File: src/logic/num_text_pkg.sv
// ---------------------------------------------------------
// num_text package
// register map, state encodings and character constants
// shared by the number-to-text peripheral
// ---------------------------------------------------------
`default_nettype none

package num_text_pkg;

    // binary input width and decimal digit count
    localparam int VALUE_W    = 14;
    localparam int NUM_DIGITS = 5;

    // APB word addresses
    typedef enum logic [3:0] {
        REG_VALUE  = 4'h0,
        REG_CTRL   = 4'h4,
        REG_STATUS = 4'h8
    } reg_addr_e;

    typedef logic [7:0] char_t;

    // digit character is {3, bcd}
    localparam logic [3:0] ASCII_DIGIT_HI = 4'h3;
    localparam char_t      ASCII_LF       = 8'h0A;

    // character streamer FSM
    typedef enum logic [1:0] {
        ST_IDLE,
        ST_LOAD,
        ST_SEND,
        ST_WAIT_TX
    } stream_state_e;

    // uart transmitter FSM
    typedef enum logic [1:0] {
        TX_IDLE,
        TX_START,
        TX_DATA,
        TX_STOP
    } tx_state_e;

endpackage

`default_nettype wire

File: src/logic/bin_to_bcd.sv
// ---------------------------------------------------------
// bin_to_bcd
// combinational shift-and-add-3 converter, 14-bit binary
// to five packed BCD digits
// ---------------------------------------------------------
`default_nettype none

module bin_to_bcd (
    input  wire logic [num_text_pkg::VALUE_W-1:0]      value,
    output wire logic [4*num_text_pkg::NUM_DIGITS-1:0] bcd
);
    import num_text_pkg::*;

    localparam int BCD_W = 4 * NUM_DIGITS;

    // add 3 to any nibble above 4
    function automatic logic [3:0] add3(input logic [3:0] x);
        case (x)
            4'd0:    add3 = 4'd0;
            4'd1:    add3 = 4'd1;
            4'd2:    add3 = 4'd2;
            4'd3:    add3 = 4'd3;
            4'd4:    add3 = 4'd4;
            4'd5:    add3 = 4'd8;
            4'd6:    add3 = 4'd9;
            4'd7:    add3 = 4'd10;
            4'd8:    add3 = 4'd11;
            4'd9:    add3 = 4'd12;
            default: add3 = 4'd0;
        endcase
    endfunction

    // stage s holds the top s bits of value in BCD
    wire logic [BCD_W-1:0] shreg [0:VALUE_W];

    assign shreg[0] = '0;

    for (genvar s = 0; s < VALUE_W; s++) begin : g_stage
        wire logic [BCD_W-1:0] adj;

        for (genvar d = 0; d < NUM_DIGITS; d++) begin : g_digit
            // a digit can reach 5 only once the partial value can reach 5*10^d
            if ((1 << s) > 5 * (10 ** d)) begin : g_cell
                assign adj[4*d +: 4] = add3(shreg[s][4*d +: 4]);
            end else begin : g_pass
                assign adj[4*d +: 4] = shreg[s][4*d +: 4];
            end
        end

        // shift left and bring in the next bit MSB first
        assign shreg[s+1] = {adj[BCD_W-2:0], value[VALUE_W-1-s]};
    end

    assign bcd = shreg[VALUE_W];

    // value is unknown until the register block leaves reset
    for (genvar d = 0; d < NUM_DIGITS; d++) begin : g_check
        always_comb begin
            a_digit_range: assert final ($isunknown(value) || bcd[4*d +: 4] <= 4'd9)
                else $error("bcd digit %0d above 9 for value %0d", d, value);
        end
    end

endmodule

`default_nettype wire

File: src/logic/num_text_regs.sv
// ---------------------------------------------------------
// num_text_regs
// APB slave with VALUE, CTRL and STATUS registers, raises
// a one-cycle start on an accepted VALUE write
// ---------------------------------------------------------
`default_nettype none

module num_text_regs (
    input  wire logic                              clk,
    input  wire logic                              reset,

    // APB
    input  wire logic                              psel,
    input  wire logic                              penable,
    input  wire logic                              pwrite,
    input  wire logic [3:0]                        paddr,
    input  wire logic [31:0]                       pwdata,
    output      logic [31:0]                       prdata,
    output wire logic                              pready,
    output      logic                              pslverr,

    input  wire logic                              busy,
    output      logic [num_text_pkg::VALUE_W-1:0]  value,
    output      logic                              blank_zeros,
    output      logic                              add_newline,
    output      logic                              start
);
    import num_text_pkg::*;

    logic access;
    logic wr_access;
    logic addr_ok;
    logic busy_any;
    logic value_refused;

    // no wait states
    assign pready = 1'b1;

    assign access    = psel && penable;
    assign wr_access = access && pwrite;

    // a start still in flight counts as busy
    assign busy_any = busy || start;

    always_comb begin
        case (paddr)
            REG_VALUE, REG_CTRL, REG_STATUS: addr_ok = 1'b1;
            default:                         addr_ok = 1'b0;
        endcase
    end

    assign value_refused = pwrite && (paddr == REG_VALUE) && busy_any;

    // error only during the access phase
    assign pslverr = access && (!addr_ok || value_refused);

    // read mux, zero outside a read access
    always_comb begin
        prdata = '0;
        if (access && !pwrite) begin
            case (paddr)
                REG_VALUE:  prdata = {{(32-VALUE_W){1'b0}}, value};
                REG_CTRL:   prdata = {30'd0, add_newline, blank_zeros};
                REG_STATUS: prdata = {31'd0, busy_any};
                default:    prdata = '0;
            endcase
        end
    end

    // writes land at the edge ending the access phase
    always_ff @(posedge clk) begin
        if (reset) begin
            value       <= '0;
            blank_zeros <= 1'b0;
            add_newline <= 1'b0;
            start       <= 1'b0;
        end else begin
            start <= 1'b0;
            if (wr_access) begin
                case (paddr)
                    REG_VALUE: begin
                        if (!busy_any) begin
                            value <= pwdata[VALUE_W-1:0];
                            start <= 1'b1;
                        end
                    end
                    REG_CTRL: begin
                        blank_zeros <= pwdata[0];
                        add_newline <= pwdata[1];
                    end
                    default: begin
                    end
                endcase
            end
        end
    end

    // start must never overlap a running string
    a_start_not_busy: assert property (
        @(posedge clk) disable iff (reset)
        start |-> !busy
    ) else $error("start raised while streamer busy");

    // APB protocol: access phase needs select
    a_penable_psel: assert property (
        @(posedge clk) disable iff (reset)
        penable |-> psel
    ) else $error("penable high without psel");

endmodule

`default_nettype wire

File: src/logic/char_streamer.sv
// ---------------------------------------------------------
// char_streamer
// latches the BCD digits, applies zero blanking and the
// line feed, hands characters to the uart one by one
// ---------------------------------------------------------
`default_nettype none

module char_streamer (
    input  wire logic                                  clk,
    input  wire logic                                  reset,
    input  wire logic                                  start,
    input  wire logic [4*num_text_pkg::NUM_DIGITS-1:0] bcd,
    input  wire logic                                  blank_zeros,
    input  wire logic                                  add_newline,
    output wire logic                                  busy,
    output      num_text_pkg::char_t                   tx_data,
    output wire logic                                  tx_valid,
    input  wire logic                                  tx_ready
);
    import num_text_pkg::*;

    // digit index 0 is the most significant, NUM_DIGITS is the LF slot
    localparam int IDX_W = $clog2(NUM_DIGITS + 1);
    localparam logic [IDX_W-1:0] LF_IDX   = IDX_W'(NUM_DIGITS);
    localparam logic [IDX_W-1:0] UNIT_IDX = IDX_W'(NUM_DIGITS - 1);

    stream_state_e              state;
    logic [IDX_W-1:0]           idx;
    logic [IDX_W-1:0]           first_idx;
    logic [4*NUM_DIGITS-1:0]    digits_q;
    logic                       blank_q;
    logic                       nl_q;
    logic [3:0]                 cur_digit;
    logic                       last_char;

    // snapshot of the number and options
    always_ff @(posedge clk) begin
        if (state == ST_IDLE && start) begin
            digits_q <= bcd;
            blank_q  <= blank_zeros;
            nl_q     <= add_newline;
        end
    end

    // first nonzero digit, units digit is always kept
    always_comb begin
        first_idx = '0;
        if (blank_q) begin
            first_idx = UNIT_IDX;
            for (int i = NUM_DIGITS - 2; i >= 0; i--) begin
                if (digits_q[4*(NUM_DIGITS-1-i) +: 4] != 4'd0)
                    first_idx = IDX_W'(i);
            end
        end
    end

    always_comb begin
        cur_digit = 4'd0;
        for (int i = 0; i < NUM_DIGITS; i++) begin
            if (idx == IDX_W'(i))
                cur_digit = digits_q[4*(NUM_DIGITS-1-i) +: 4];
        end
    end

    assign tx_data   = (idx == LF_IDX) ? ASCII_LF : {ASCII_DIGIT_HI, cur_digit};
    assign tx_valid  = (state == ST_SEND);
    assign busy      = (state != ST_IDLE);
    assign last_char = (idx == LF_IDX) || (idx == UNIT_IDX && !nl_q);

    always_ff @(posedge clk) begin
        if (reset) begin
            state <= ST_IDLE;
            idx   <= '0;
        end else begin
            case (state)
                ST_IDLE: begin
                    if (start)
                        state <= ST_LOAD;
                end
                ST_LOAD: begin
                    idx   <= first_idx;
                    state <= ST_SEND;
                end
                ST_SEND: begin
                    if (tx_valid && tx_ready) begin
                        if (last_char)
                            state <= ST_WAIT_TX;
                        else
                            idx <= idx + 1'b1;
                    end
                end
                // uart returns to idle once the stop bit is out
                ST_WAIT_TX: begin
                    if (tx_ready)
                        state <= ST_IDLE;
                end
                default: state <= ST_IDLE;
            endcase
        end
    end

    a_tx_hold: assert property (
        @(posedge clk) disable iff (reset)
        tx_valid && !tx_ready |=> tx_valid && $stable(tx_data)
    ) else $error("tx_data changed before handshake");

endmodule

`default_nettype wire

File: src/logic/uart_tx.sv
// ---------------------------------------------------------
// uart_tx
// 8N1 serial transmitter, LSB first, bit period set by
// CLKS_PER_BIT
// ---------------------------------------------------------
`default_nettype none

module uart_tx #(
    parameter int CLKS_PER_BIT = 8
) (
    input  wire logic                 clk,
    input  wire logic                 reset,
    input  wire num_text_pkg::char_t  tx_data,
    input  wire logic                 tx_valid,
    output wire logic                 tx_ready,
    output      logic                 txd
);
    import num_text_pkg::*;

    localparam int CNT_W = (CLKS_PER_BIT > 2) ? $clog2(CLKS_PER_BIT) : 1;

    tx_state_e          state;
    logic [CNT_W-1:0]   clk_cnt;
    logic [2:0]         bit_idx;
    char_t              shift_q;
    logic               bit_end;

    assign bit_end  = (clk_cnt == CNT_W'(CLKS_PER_BIT - 1));
    assign tx_ready = (state == TX_IDLE);

    // shift register holds payload only
    always_ff @(posedge clk) begin
        if (state == TX_IDLE && tx_valid)
            shift_q <= tx_data;
        else if (bit_end && (state == TX_START || state == TX_DATA))
            shift_q <= {1'b0, shift_q[7:1]};
    end

    always_ff @(posedge clk) begin
        if (reset) begin
            state   <= TX_IDLE;
            clk_cnt <= '0;
            bit_idx <= '0;
            txd     <= 1'b1;
        end else begin
            clk_cnt <= bit_end ? '0 : clk_cnt + 1'b1;
            case (state)
                TX_IDLE: begin
                    clk_cnt <= '0;
                    bit_idx <= '0;
                    txd     <= 1'b1;
                    if (tx_valid) begin
                        state <= TX_START;
                        txd   <= 1'b0;
                    end
                end
                TX_START: begin
                    if (bit_end) begin
                        state <= TX_DATA;
                        txd   <= shift_q[0];
                    end
                end
                TX_DATA: begin
                    if (bit_end) begin
                        if (bit_idx == 3'd7) begin
                            state <= TX_STOP;
                            txd   <= 1'b1;
                        end else begin
                            bit_idx <= bit_idx + 1'b1;
                            txd     <= shift_q[0];
                        end
                    end
                end
                TX_STOP: begin
                    if (bit_end)
                        state <= TX_IDLE;
                end
                default: state <= TX_IDLE;
            endcase
        end
    end

    a_idle_high: assert property (
        @(posedge clk) disable iff (reset)
        state == TX_IDLE |-> txd
    ) else $error("txd low while transmitter idle");

endmodule

`default_nettype wire

File: src/logic/num_text_top.sv
// ---------------------------------------------------------
// num_text_top
// APB peripheral that prints a binary value as decimal
// text on a serial line
// ---------------------------------------------------------
`default_nettype none

module num_text_top #(
    parameter int CLKS_PER_BIT = 8
) (
    input  wire logic        clk,
    input  wire logic        reset,
    input  wire logic        psel,
    input  wire logic        penable,
    input  wire logic        pwrite,
    input  wire logic [3:0]  paddr,
    input  wire logic [31:0] pwdata,
    output wire logic [31:0] prdata,
    output wire logic        pready,
    output wire logic        pslverr,
    output wire logic        txd
);
    import num_text_pkg::*;

    wire logic [VALUE_W-1:0]      value;
    wire logic                    blank_zeros;
    wire logic                    add_newline;
    wire logic                    start;
    wire logic                    busy;
    wire logic [4*NUM_DIGITS-1:0] bcd;
    char_t                        tx_data;
    wire logic                    tx_valid;
    wire logic                    tx_ready;

    num_text_regs regs0 (
        .clk         (clk),
        .reset       (reset),
        .psel        (psel),
        .penable     (penable),
        .pwrite      (pwrite),
        .paddr       (paddr),
        .pwdata      (pwdata),
        .prdata      (prdata),
        .pready      (pready),
        .pslverr     (pslverr),
        .busy        (busy),
        .value       (value),
        .blank_zeros (blank_zeros),
        .add_newline (add_newline),
        .start       (start)
    );

    bin_to_bcd conv0 (
        .value (value),
        .bcd   (bcd)
    );

    char_streamer stream0 (
        .clk         (clk),
        .reset       (reset),
        .start       (start),
        .bcd         (bcd),
        .blank_zeros (blank_zeros),
        .add_newline (add_newline),
        .busy        (busy),
        .tx_data     (tx_data),
        .tx_valid    (tx_valid),
        .tx_ready    (tx_ready)
    );

    uart_tx #(
        .CLKS_PER_BIT (CLKS_PER_BIT)
    ) tx0 (
        .clk      (clk),
        .reset    (reset),
        .tx_data  (tx_data),
        .tx_valid (tx_valid),
        .tx_ready (tx_ready),
        .txd      (txd)
    );

endmodule

`default_nettype wire

File: config.mk
export PLATFORM = sky130hd
export DESIGN_NAME = num_text_top
export DESIGN_NICKNAME = d
export VERILOG_FILES = /design/src/logic/num_text_pkg.sv /design/src/logic/bin_to_bcd.sv /design/src/logic/num_text_regs.sv /design/src/logic/char_streamer.sv /design/src/logic/uart_tx.sv /design/src/logic/num_text_top.sv
export SDC_FILE = /design/constraint.sdc
export NUM_CORES = 1
export LEC_CHECK = 0
export BUFFER_PORTS_ARGS = -buffer_cell sky130_fd_sc_hd__buf_2
export CAP_MARGIN = 25
export CORE_AREA = 2 2 107 109
export CTS_CLUSTER_SIZE = 16
export DETAILED_ROUTE_END_ITERATION = 8
export DIE_AREA = 0 0 109 111
export GPL_TIMING_DRIVEN = 0
export PLACE_DENSITY = 0.86
export SETUP_SLACK_MARGIN = 0.5
export SLEW_MARGIN = 5
export SYNTH_ARGS = -nofsm -noshare
export SYNTH_HDL_FRONTEND = slang
export SYNTH_SLANG_ARGS = --single-unit
export TNS_END_PERCENT = 20
File: constraint.sdc
create_clock -name clk -period 3.7 [get_ports clk]
set_clock_uncertainty 0.05 [all_clocks]
set_input_delay 0.74 -clock clk [delete_from_list [all_inputs] [get_ports clk]]
set_output_delay 0.74 -clock clk [all_outputs]
set_load 0.05 [all_outputs]
==> results.tsv, run 1 <==
metric	value	unit
clock.fmax	0.229	GHz
cts_tree	done	
layout-area-overhead-vs-synth	32.5	%
worst-path-max-fanout	10	
power.leakage	3.02	nW
cts_inserted_buffers	9	
hold_ws	383	ps
final_common_cell	sky130_fd_sc_hd__buf_4	
dr_total_vias	6723	
drc	0	
dieArea	0.0121	sq mm
path_clk_slew	60	ps
final_cells	1008	
min_period	4370	ps
crit_chain	buf_6, buf_6, buf_4, nand2_1, nor3_1, nand2_1, o211ai_1, mux2i_4, a311o_1, o21ai_4, and2_4, o21a_1, a211oi_2, a311o_1, a221oi_4, nand2b_1, a31oi_1	
crit_path_top_delay_cell	sky130_fd_sc_hd__a311o_1	
critical_path_endpoint_category	flip-flop	
vdd_drop_max	416	uV
synth_register_bits	60	
slew_violations	0	
route.antenna.remaining_nets	0	
syn_inst	741	
drt-met1-wl	7330	microns
post_synth_fa_ha_maj_area_fraction	3.82	%
syn-mean-instance-area	7.87	sq um
design.core.area	0.0111	sq mm
io_buffer_count	37	
worst_slew_pin_slew	755	ps
crit_path_start_kind	flip-flop	
hold_violation_count_in_the_final_report	0	
drtPass1Iterations	6	
postRouteWirelength	19500	microns
synthSimpleGateAreaFrac	25.4	%
placed_cell_area	0.00649	sq mm
worst_skew_pair.late_latency	340	ps
timing.max_cap.violations	0	
final-setup-viol-count	16	
largest_family_of_logic_cells_by_synthesized_area	compound AO/OA/AOI/OAI gates	
status	complete, but fails checks	
first_global_vias	5894	
detailroute.wirelength.met3	1560	microns
criticalPathCategory	reg -> reg	
antennaDiodeCount	0	
most_frequent_cells_in_the_layout	75 x sky130_fd_sc_hd__buf_4, 67 x sky130_fd_sc_hd__nor2_1, 55 x sky130_fd_sc_hd__nand2_1, 49 x sky130_fd_sc_hd__a21oi_1, 41 x sky130_fd_sc_hd__buf_2	
largest_net_degree_at_the_start_of_global_routing	20	
async_flop_share	0	%
period_share	118	%
setup_ws	-666	ps
global_route.overflow_total	0	
drtIter0Drc	805	
root_buffer_selected_by_cts	sky130_fd_sc_hd__clkbuf_16	
critical-path-top-delay-family	compound AO/OA/AOI/OAI gates	
highest_layer	met4	
track_usage	27.4	%
violations_in_the_final_reports	setup timing	
yosys.cell_types.count	99	
final_area	0.00773	sq mm
floorplan.initialDensity	52.7	%
cp_data_required_time	3720	ps
hp-class	reg -> reg	
numPlacedInstances	938	
synth_compound_area_share	30.6	%
globalplace.congestion	0.941	
routed_vias_inst	6.67	
slew_headroom	49.7	%
synth_enable_flop_cells	25	
antenna_violations_before_repair	0	
synth_ff_type	sky130_fd_sc_hd__dfxtp_1	
ctsHtreeMaxLevel	3	
max_stage_delay	430	ps
netlist_top_cells_area	sky130_fd_sc_hd__edfxtp_1 13%, sky130_fd_sc_hd__dfxtp_1 12%, sky130_fd_sc_hd__mux2i_1 4.8%, sky130_fd_sc_hd__nor2_1 4.7%, sky130_fd_sc_hd__a21oi_1 4.6%	
netlist.top_cell.by_area	sky130_fd_sc_hd__edfxtp_1	
critical_path_buf_inv_count	3	
floorplan.die.width	109	microns
cts_sinks	60	
grt_first_pass_wirelength	27600	microns
yosysTopAreaCellShare	12.9	%
synth.mux.area_fraction	5.58	%
preCtsSetupSlack	-619	ps
synth_area	0.00583	sq mm
synth-warning-count	0	
avgRoutedWirePerCell	19.4	microns
cp_data_arrival_time	4380	ps
routed-wl-met2	9600	microns
io_pins	76	
power_density	273	mW/mm^2
detailed_place_hpwl	10700	microns
die_h	111	microns
drive_above_1_share	33.3	%
yosysSeqAreaShare	24.9	%
setup_repair_after_global_routing_missed_its_margin	true	
cts_buffer_depth	2	
layout.nets	918	
rows	39	
synth_xor_area_share	1.76	%
[cell families (layout without fill, tap and decap cells)]
kind of cell / Yosys count / in the layout
simple gates: 284 / 284
compound gates: 246 / 246
buf+inv: 89 / 196
flops: 60 / 60
mux: 32 / 32
fa+ha+maj: 18 / 18
xor+xnor: 10 / 10
other cells: 2 / 19
[sequential cells by signal, summed over array words and instances, names as in the netlist, 2 cells and up]
signal             flops
stream0.state          2
regs0.value           14
tx0.bit_idx            3
conv0.g_stage.adj      4
tx0.state              2
stream0.digits_q      17
tx0.clk_cnt            3
tx0.shift_q            6
stream0.idx            3
[cells in the mapped netlist, types with 5 or more instances]
cell type                   n
sky130_fd_sc_hd__a211oi_1  15
sky130_fd_sc_hd__or3_1      5
sky130_fd_sc_hd__edfxtp_1  25
sky130_fd_sc_hd__ha_1      17
sky130_fd_sc_hd__o21ai_0   30
sky130_fd_sc_hd__a31o_2     6
sky130_fd_sc_hd__nand2_1   58
sky130_fd_sc_hd__nor2_1    73
sky130_fd_sc_hd__a22oi_1   11
sky130_fd_sc_hd__clkbuf_1  27
sky130_fd_sc_hd__a21oi_1   54
sky130_fd_sc_hd__nor3_1    22
sky130_fd_sc_hd__a22o_1     9
sky130_fd_sc_hd__inv_1     24
sky130_fd_sc_hd__nand3_1   18
sky130_fd_sc_hd__buf_4     26
sky130_fd_sc_hd__a31oi_1   13
sky130_fd_sc_hd__mux2i_1   28
sky130_fd_sc_hd__o21ai_1   16
sky130_fd_sc_hd__and2_1    19
sky130_fd_sc_hd__xnor2_1    7
sky130_fd_sc_hd__nor4_1    13
sky130_fd_sc_hd__o31ai_1    5
sky130_fd_sc_hd__o22ai_1    6
sky130_fd_sc_hd__a21o_1     7
sky130_fd_sc_hd__and3_1     7
sky130_fd_sc_hd__nand2b_1  13
sky130_fd_sc_hd__buf_2      9
sky130_fd_sc_hd__a221oi_1   5
sky130_fd_sc_hd__dfxtp_1   35
sky130_fd_sc_hd__nor2b_1   15
sky130_fd_sc_hd__o211ai_1   6
[final timing paths]
path / from / to / slack [ps] / cells after the start
max: regs0.value[9] / stream0.digits_q[9] / -670 / 17
min: tx0.clk_cnt[0] / tx0.clk_cnt[0] / 380 / 1
max reg2reg: regs0.value[9] / stream0.digits_q[9] / -670 / 17
min reg2reg: tx0.clk_cnt[0] / tx0.clk_cnt[0] / 380 / 1
[report_power, final]
group / total, mW / leakage, nW / switching [mW] / internal (mW)
Clock: 0.860 / 0.142 / 0.336 / 0.524
Combinational: 0.512 / 2.38 / 0.319 / 0.194
Sequential: 0.735 / 0.502 / 0.0209 / 0.714
[worst reg2reg max path: stages, from the launching register on]
cell	delay [ps]
sky130_fd_sc_hd__dfxtp_2	370
sky130_fd_sc_hd__buf_6	150
sky130_fd_sc_hd__buf_6	150
sky130_fd_sc_hd__buf_4	200
sky130_fd_sc_hd__nand2_1	100
sky130_fd_sc_hd__nor3_1	310
sky130_fd_sc_hd__nand2_1	120
sky130_fd_sc_hd__o211ai_1	190
sky130_fd_sc_hd__mux2i_4	190
sky130_fd_sc_hd__a311o_1	430
sky130_fd_sc_hd__o21ai_4	280
sky130_fd_sc_hd__and2_4	260
sky130_fd_sc_hd__o21a_1	260
sky130_fd_sc_hd__a211oi_2	90
sky130_fd_sc_hd__a311o_1	330
sky130_fd_sc_hd__a221oi_4	370
sky130_fd_sc_hd__nand2b_1	150
sky130_fd_sc_hd__a31oi_1	90
[per-stage QoR]
stage / TNS, ps / power (mW) / util, %
after global routing: -9460 / 2.18 / 69.8
after detailed placement: -6690 / 1.21 / 58.6
after CTS: -3120 / 2.07 / 65.6
after global placement: -5570 / 1.20 / 58.6
final: -7100 / 2.11 / 69.8
after floorplan: -32.0 / 1.12 / -
[metal layers]
metal	global-route usage [%]	up-vias
met1	33.9	3135
met5	0	-
met4	9.15	0
li1	-	2988
met2	47.8	455
met3	4.06	145
[cell type report]
type | instances | area (sq um)
multi-input cells | 609 | 4660
fillers | 742 | 3350
flip-flops and latches | 60 | 1460
repair buffers | 91 | 599
plain buffers | 65 | 438
clock buffers | 9 | 225
well taps | 143 | 179
inverters | 24 | 90.1
clock inverters | 7 | 76.3
[what timing repair did]
item | CTS | global route
endpoints found under the hold margin | 0 | 0
hold buffers | 0 | 0
buffers inserted | 25 | 26
gates resized for setup | 60 | 65
cloned | 3 | 0
pin swaps | 26 | 22
setup endpoints to repair | 16 | 23
(Power assumes the default switching activity.)
==> inputs of run 2 (changes only) <==
- CORE_AREA: 2 2 107 109 -> 2 2 105 107
- DIE_AREA: 0 0 109 111 -> 0 0 107 109
- HOLD_SLACK_MARGIN: default -> 0.1
- PLACE_DENSITY: 0.86 -> 0.85
- clock period: 3.7 -> 5.2 ns (I/O delays scaled with it)
==> run 2 against run 1 <==
The flow now finishes without violations. Non-clock buffer count decreased by 53. Highest routed layer unchanged. Via count shrank 13%. Largest cell class unchanged. Routed wire length decreased by 25%. Register-to-register slack better by 1400 ps. Combinational power down 34%. Critical path type unchanged. Fmax decreased by 1.7%. Core utilization shrank 8.0 points.
==> results.tsv, run 2 (synthesized netlist as in run 1, its figures left out) <==
metric	value	unit
rows	38	
cts_sinks	60	
design.core.area	0.0106	sq mm
floorplan.initialDensity	55.0	%
route.antenna.remaining_nets	0	
hold_violation_count_in_the_final_report	0	
largest_register_ffs	17	
clock.fmax	0.225	GHz
path_clk_slew	70	ps
crit_path_start_kind	flip-flop	
largestRegisters	stream0.digits_q x17, regs0.value x14, tx0.shift_q x6	
worst-path-max-fanout	10	
status	finished clean	
cp_data_required_time	5240	ps
dr_total_vias	5848	
postRouteWirelength	14600	microns
global_route.overflow_total	0	
cts_inserted_buffers	9	
most_frequent_cells_in_the_layout	72 x sky130_fd_sc_hd__nor2_1, 58 x sky130_fd_sc_hd__nand2_1, 53 x sky130_fd_sc_hd__a21oi_1, 46 x sky130_fd_sc_hd__buf_2, 35 x sky130_fd_sc_hd__dfxtp_1	
routed_vias_inst	6.14	
die_h	109	microns
period_share	85.4	%
timing.rr.end	stream0.digits_q[9]	
antenna_violations_before_repair	0	
vdd_drop_max	213	uV
io_pins	76	
final-setup-viol-count	0	
power.leakage	2.61	nW
slew_headroom	50.9	%
drc	0	
critical_path_endpoint_category	flip-flop	
first_global_vias	5442	
ctsHtreeMaxLevel	3	
dieArea	0.0117	sq mm
layout-area-overhead-vs-synth	12.4	%
root_buffer_selected_by_cts	sky130_fd_sc_hd__clkbuf_8	
cp_data_arrival_time	4480	ps
detailed_place_hpwl	10700	microns
antennaDiodeCount	0	
layout.nets	865	
drive_above_1_share	18.6	%
worst_skew_pair.late_latency	350	ps
reg2regPathDepth	15	
setup_tns	0	ps
drtIter0Drc	499	
setup_repair_after_global_routing_missed_its_margin	false	
finalPower	1.33	mW
slew_violations	0	
io_buffer_count	37	
largest_net_degree_at_the_start_of_global_routing	20	
hp-class	reg -> reg	
criticalPathCategory	reg -> reg	
power_density	203	mW/mm^2
timing.max_cap.violations	0	
min_from	tx0.clk_cnt[0]	
grt_first_pass_wirelength	24400	microns
drtPass1Iterations	6	
globalplace.congestion	0.981	
avgRoutedWirePerCell	15.3	microns
final_common_cell	sky130_fd_sc_hd__nor2_1	
hold-path-cell-count	1	
rrSetupSlack	760	ps
largest_register	stream0.digits_q	
worst_slew_pin_slew	736	ps
r2r_start	conv0.g_stage[3].adj[0]	
min_period	4440	ps
floorplan.die.width	107	microns
track_usage	25.2	%
cts_tree	done	
capture_endpoint_of_the_worst_hold_path	tx0.clk_cnt[0]	
cts_buffer_depth	2	
-- run 2: cell count changes in the layout (fill, tap and decap cells not counted), moves of 6 or more --
cell,change
sky130_fd_sc_hd__buf_4,-48
sky130_fd_sc_hd__clkbuf_16,-9
sky130_fd_sc_hd__clkbuf_8,+7
sky130_fd_sc_hd__o21ai_2,-6
sky130_fd_sc_hd__buf_6,-9
sky130_fd_sc_hd__o21ai_0,+7
-- run 2: area by class of cell --
class | count | area [sq um]
well taps | 140 | 175
clock buffers | 9 | 124
flip-flops and latches | 60 | 1450
multi-input cells | 609 | 4050
inverters | 24 | 90.1
plain buffers | 65 | 373
repair buffers | 38 | 193
fillers | 904 | 4050
clock inverters | 7 | 98.8
-- run 2: per-stage QoR --
step / worst slack [ps] / hold WS (ps) / utilization [%] / instances / cell area (sq um)
final: 760 / 395 / 61.8 / 952 / 6550
after global placement: 800 / 369 / 59.0 / 935 / 6260
after floorplan: 1100 / 357 / - / 758 / 5900
after CTS: 729 / 395 / 61.1 / 951 / 6480
after global routing: 430 / 421 / 61.8 / 952 / 6550
after detailed placement: 745 / 378 / 59.0 / 935 / 6260
-- run 2: worst max-delay path by stage --
stage                            start  slack, ps                   to
6_report       conv0.g_stage[3].adj[0]        760  stream0.digits_q[9]
5_1_grt        conv0.g_stage[3].adj[2]        430  stream0.digits_q[9]
4_1_cts                 regs0.value[9]        730  stream0.digits_q[9]
3_5_place_dp            regs0.value[9]        750  stream0.digits_q[9]
3_3_place_gp   conv0.g_stage[3].adj[0]        800  stream0.digits_q[9]
2_1_floorplan                     psel       1100            prdata[2]
-- run 2: where the power goes --
group / switching (mW) / leakage, nW / internal, mW / total, mW
clock: 0.200 / 0.110 / 0.272 / 0.472
sequential: 0.0146 / 0.499 / 0.509 / 0.523
combinational: 0.213 / 2.00 / 0.124 / 0.337
total: 0.427 / 2.61 / 0.904 / 1.33
-- run 2: worst max-delay path: stages, from the launching register on --
cell and delay (ps):
sky130_fd_sc_hd__dfxtp_1 410, sky130_fd_sc_hd__buf_4 190, sky130_fd_sc_hd__or3b_1 350, sky130_fd_sc_hd__a211o_1 380
sky130_fd_sc_hd__nand3_4 170, sky130_fd_sc_hd__mux2i_1 230, sky130_fd_sc_hd__o21ai_1 170, sky130_fd_sc_hd__a21o_1 250
sky130_fd_sc_hd__o221a_2 320, sky130_fd_sc_hd__a211oi_2 310, sky130_fd_sc_hd__o21a_1 230, sky130_fd_sc_hd__a211oi_1 70
sky130_fd_sc_hd__a311o_1 380, sky130_fd_sc_hd__a221oi_4 410, sky130_fd_sc_hd__nand2b_1 150, sky130_fd_sc_hd__a31oi_1 90
-- run 2: timing repair --
action / CTS / global route
setup endpoints to repair: 0 / 8
hold buffers: 0 / 0
buffers inserted: 0 / 1
gates resized for setup: 0 / 20
-- run 2: layer usage --
layer | share of wire (%) | GRT usage (%)
met4 | 2.2 | 9.18
met2 | 49 | 46.5
met5 | 0 | 0
met1 | 43 | 29.5
met3 | 5.0 | 4.12
==> inputs of run 3 (changes only) <==
==> constraint.sdc (replaced) <==
create_clock -name clk -period 5.2 [get_ports clk]
set_clock_uncertainty 0.05 [all_clocks]
set_input_delay 0.26 -clock clk [delete_from_list [all_inputs] [get_ports clk]]
set_output_delay 0.26 -clock clk [all_outputs]
set_load 0.1 [all_outputs]
==> run 3 against run 2 <==
Count of clock-buffer cells in the layout is the same. Global-route usage about the same. Worst setup slack lost 1.2 ps. Register-to-register slack hardly changed. Routed wire length hardly changed. Sequential share of layout area down 0.067 points. Die area is the same. Flip-flop and latch count unchanged. Hold slack worse by 290 ps. Largest power group unchanged.
==> results.tsv, run 3 (synthesized netlist as in run 1, its figures left out) <==
metric	value	unit
grt_first_pass_wirelength	24400	microns
path_clk_slew	70	ps
power_density	207	mW/mm^2
crit_path_start_kind	flip-flop	
timing.max_cap.violations	0	
most_frequent_cells_in_the_layout	72 x sky130_fd_sc_hd__nor2_1, 58 x sky130_fd_sc_hd__nand2_1, 53 x sky130_fd_sc_hd__a21oi_1, 46 x sky130_fd_sc_hd__buf_2, 35 x sky130_fd_sc_hd__dfxtp_1	
reg2regPathDepth	15	
io_buffer_count	37	
globalRouteMet3Util	3.95	%
globalplace.congestion	0.981	
status	finished clean	
period_share	85.4	%
worst_slew_pin_slew	741	ps
cp_data_required_time	5230	ps
global_route.overflow_total	0	
final-setup-viol-count	0	
worst-path-max-fanout	10	
track_usage	25.2	%
power.leakage	2.62	nW
drtPass1Iterations	5	
cts_tree	done	
largestRegisters	stream0.digits_q x17, regs0.value x14, tx0.shift_q x6	
grt.met2_usage	46.6	%
numPlacedInstances	935	
criticalPathCategory	reg -> reg	
cts_sinks	60	
largest_register	stream0.digits_q	
antennaDiodeCount	0	
antenna_violations_before_repair	0	
num-fill-cells	899	
largest_register_ffs	17	
die_h	109	microns
final_common_cell	sky130_fd_sc_hd__nor2_1	
timing.rr.end	stream0.digits_q[9]	
rows	38	
route.antenna.remaining_nets	0	
hold_violation_count_in_the_final_report	0	
rrSetupSlack	760	ps
layout-area-overhead-vs-synth	12.7	%
setup_repair_after_global_routing_missed_its_margin	false	
io_pins	76	
worst_skew_pair.late_latency	340	ps
drive_above_1_share	18.6	%
clock.fmax	0.225	GHz
avgRoutedWirePerCell	15.3	microns
cts_inserted_buffers	9	
floorplan.die.width	107	microns
postRouteWirelength	14600	microns
largest_net_degree_at_the_start_of_global_routing	20	
detailed_place_hpwl	10700	microns
floorplan.initialDensity	55.0	%
drtIter0Drc	419	
first_global_vias	5456	
gr-max-usage-layer	met2	
use_met1	29.6	%
r2r_start	conv0.g_stage[3].adj[0]	
final_cells	954	
finalPower	1.36	mW
cts_buffer_depth	2	
vdd_drop_max	211	uV
ctsHtreeMaxLevel	3	
routed_vias_inst	6.10	
min_period	4440	ps
drc	0	
slew_headroom	50.6	%
layout.nets	867	
min_from	pwdata[8]	
hp-class	in -> reg	
cp_data_arrival_time	4470	ps
capture_endpoint_of_the_worst_hold_path	regs0.value[8]	
slew_violations	0	
setup_tns	0	ps
hold-path-cell-count	3	
root_buffer_selected_by_cts	sky130_fd_sc_hd__clkbuf_8	
dieArea	0.0117	sq mm
design.core.area	0.0106	sq mm
dr_total_vias	5817	
critical_path_endpoint_category	flip-flop	
## run 3: cell count changes in the layout (fill, tap and decap cells not counted), sizes merged
cell	delta
dlygate4sd3	+2
## run 3: where the power goes
group,total (mW),internal (mW),switching [mW]
Combinational,0.373,0.125,0.249
Clock,0.467,0.272,0.195
Sequential,0.524,0.509,0.0146
Total,1.36,0.905,0.458
## run 3: area by class of cell
class,count,area (sq um),area share (%)
timing repair buffer,40,213,3.24
clock buffer,9,124,1.88
multi-input combinational,609,4050,61.6
buffer,65,373,5.67
tap,140,175,2.66
inverter,24,90.1,1.37
sequential,60,1450,22.1
clock inverter,7,98.8,1.50
## run 3: worst max-delay path, stage by stage, from the launching register on
cell and delay (ps):
sky130_fd_sc_hd__dfxtp_1 420, sky130_fd_sc_hd__buf_4 190, sky130_fd_sc_hd__or3b_1 350, sky130_fd_sc_hd__a211o_1 380, sky130_fd_sc_hd__nand3_4 170, sky130_fd_sc_hd__mux2i_1 230, sky130_fd_sc_hd__o21ai_1 170, sky130_fd_sc_hd__a21o_1 250
sky130_fd_sc_hd__o221a_2 320, sky130_fd_sc_hd__a211oi_2 310, sky130_fd_sc_hd__o21a_1 230, sky130_fd_sc_hd__a211oi_1 70, sky130_fd_sc_hd__a311o_1 380, sky130_fd_sc_hd__a221oi_4 410, sky130_fd_sc_hd__nand2b_1 150, sky130_fd_sc_hd__a31oi_1 90
## run 3: per-layer routing
layer  wire [microns]  vias to the layer above
met1             6320                     2727
li1                 -                     2869
met5                0                        -
met3              667                       30
met2             7280                      191
met4              299                        0
## run 3: through the flow
stage | hold slack [ps] | util [%] | setup WS [ps] | cell area, sq um
global placement | 369 | 59.0 | 800 | 6260
floorplan | 354 | - | 1200 | 5900
detailed placement | 378 | 59.0 | 745 | 6260
finish | 108 | 62.0 | 758 | 6570
CTS | 100 | 61.3 | 729 | 6500
global route | 108 | 62.0 | 430 | 6570
## run 3: worst max-delay path by stage
| stage | cells past startpoint | slack, ps | endpoint | start |
|---|---|---|---|---|
| after floorplan | 3 | 1200 | prdata[4] | regs0.value[4] |
| after global placement | 16 | 800 | stream0.digits_q[9] | conv0.g_stage[3].adj[0] |
| after detailed placement | 16 | 750 | stream0.digits_q[9] | regs0.value[9] |
| after CTS | 16 | 730 | stream0.digits_q[9] | regs0.value[9] |
| after global routing | 16 | 430 | stream0.digits_q[9] | conv0.g_stage[3].adj[2] |
| final | 15 | 760 | stream0.digits_q[9] | conv0.g_stage[3].adj[0] |
## run 3: what timing repair did
action	4_1_cts	5_1_grt
buffers inserted	0	1
endpoints found under the setup margin	0	8
resized for setup	0	20
hold buffers	2	0
hold endpoints to repair	2	0
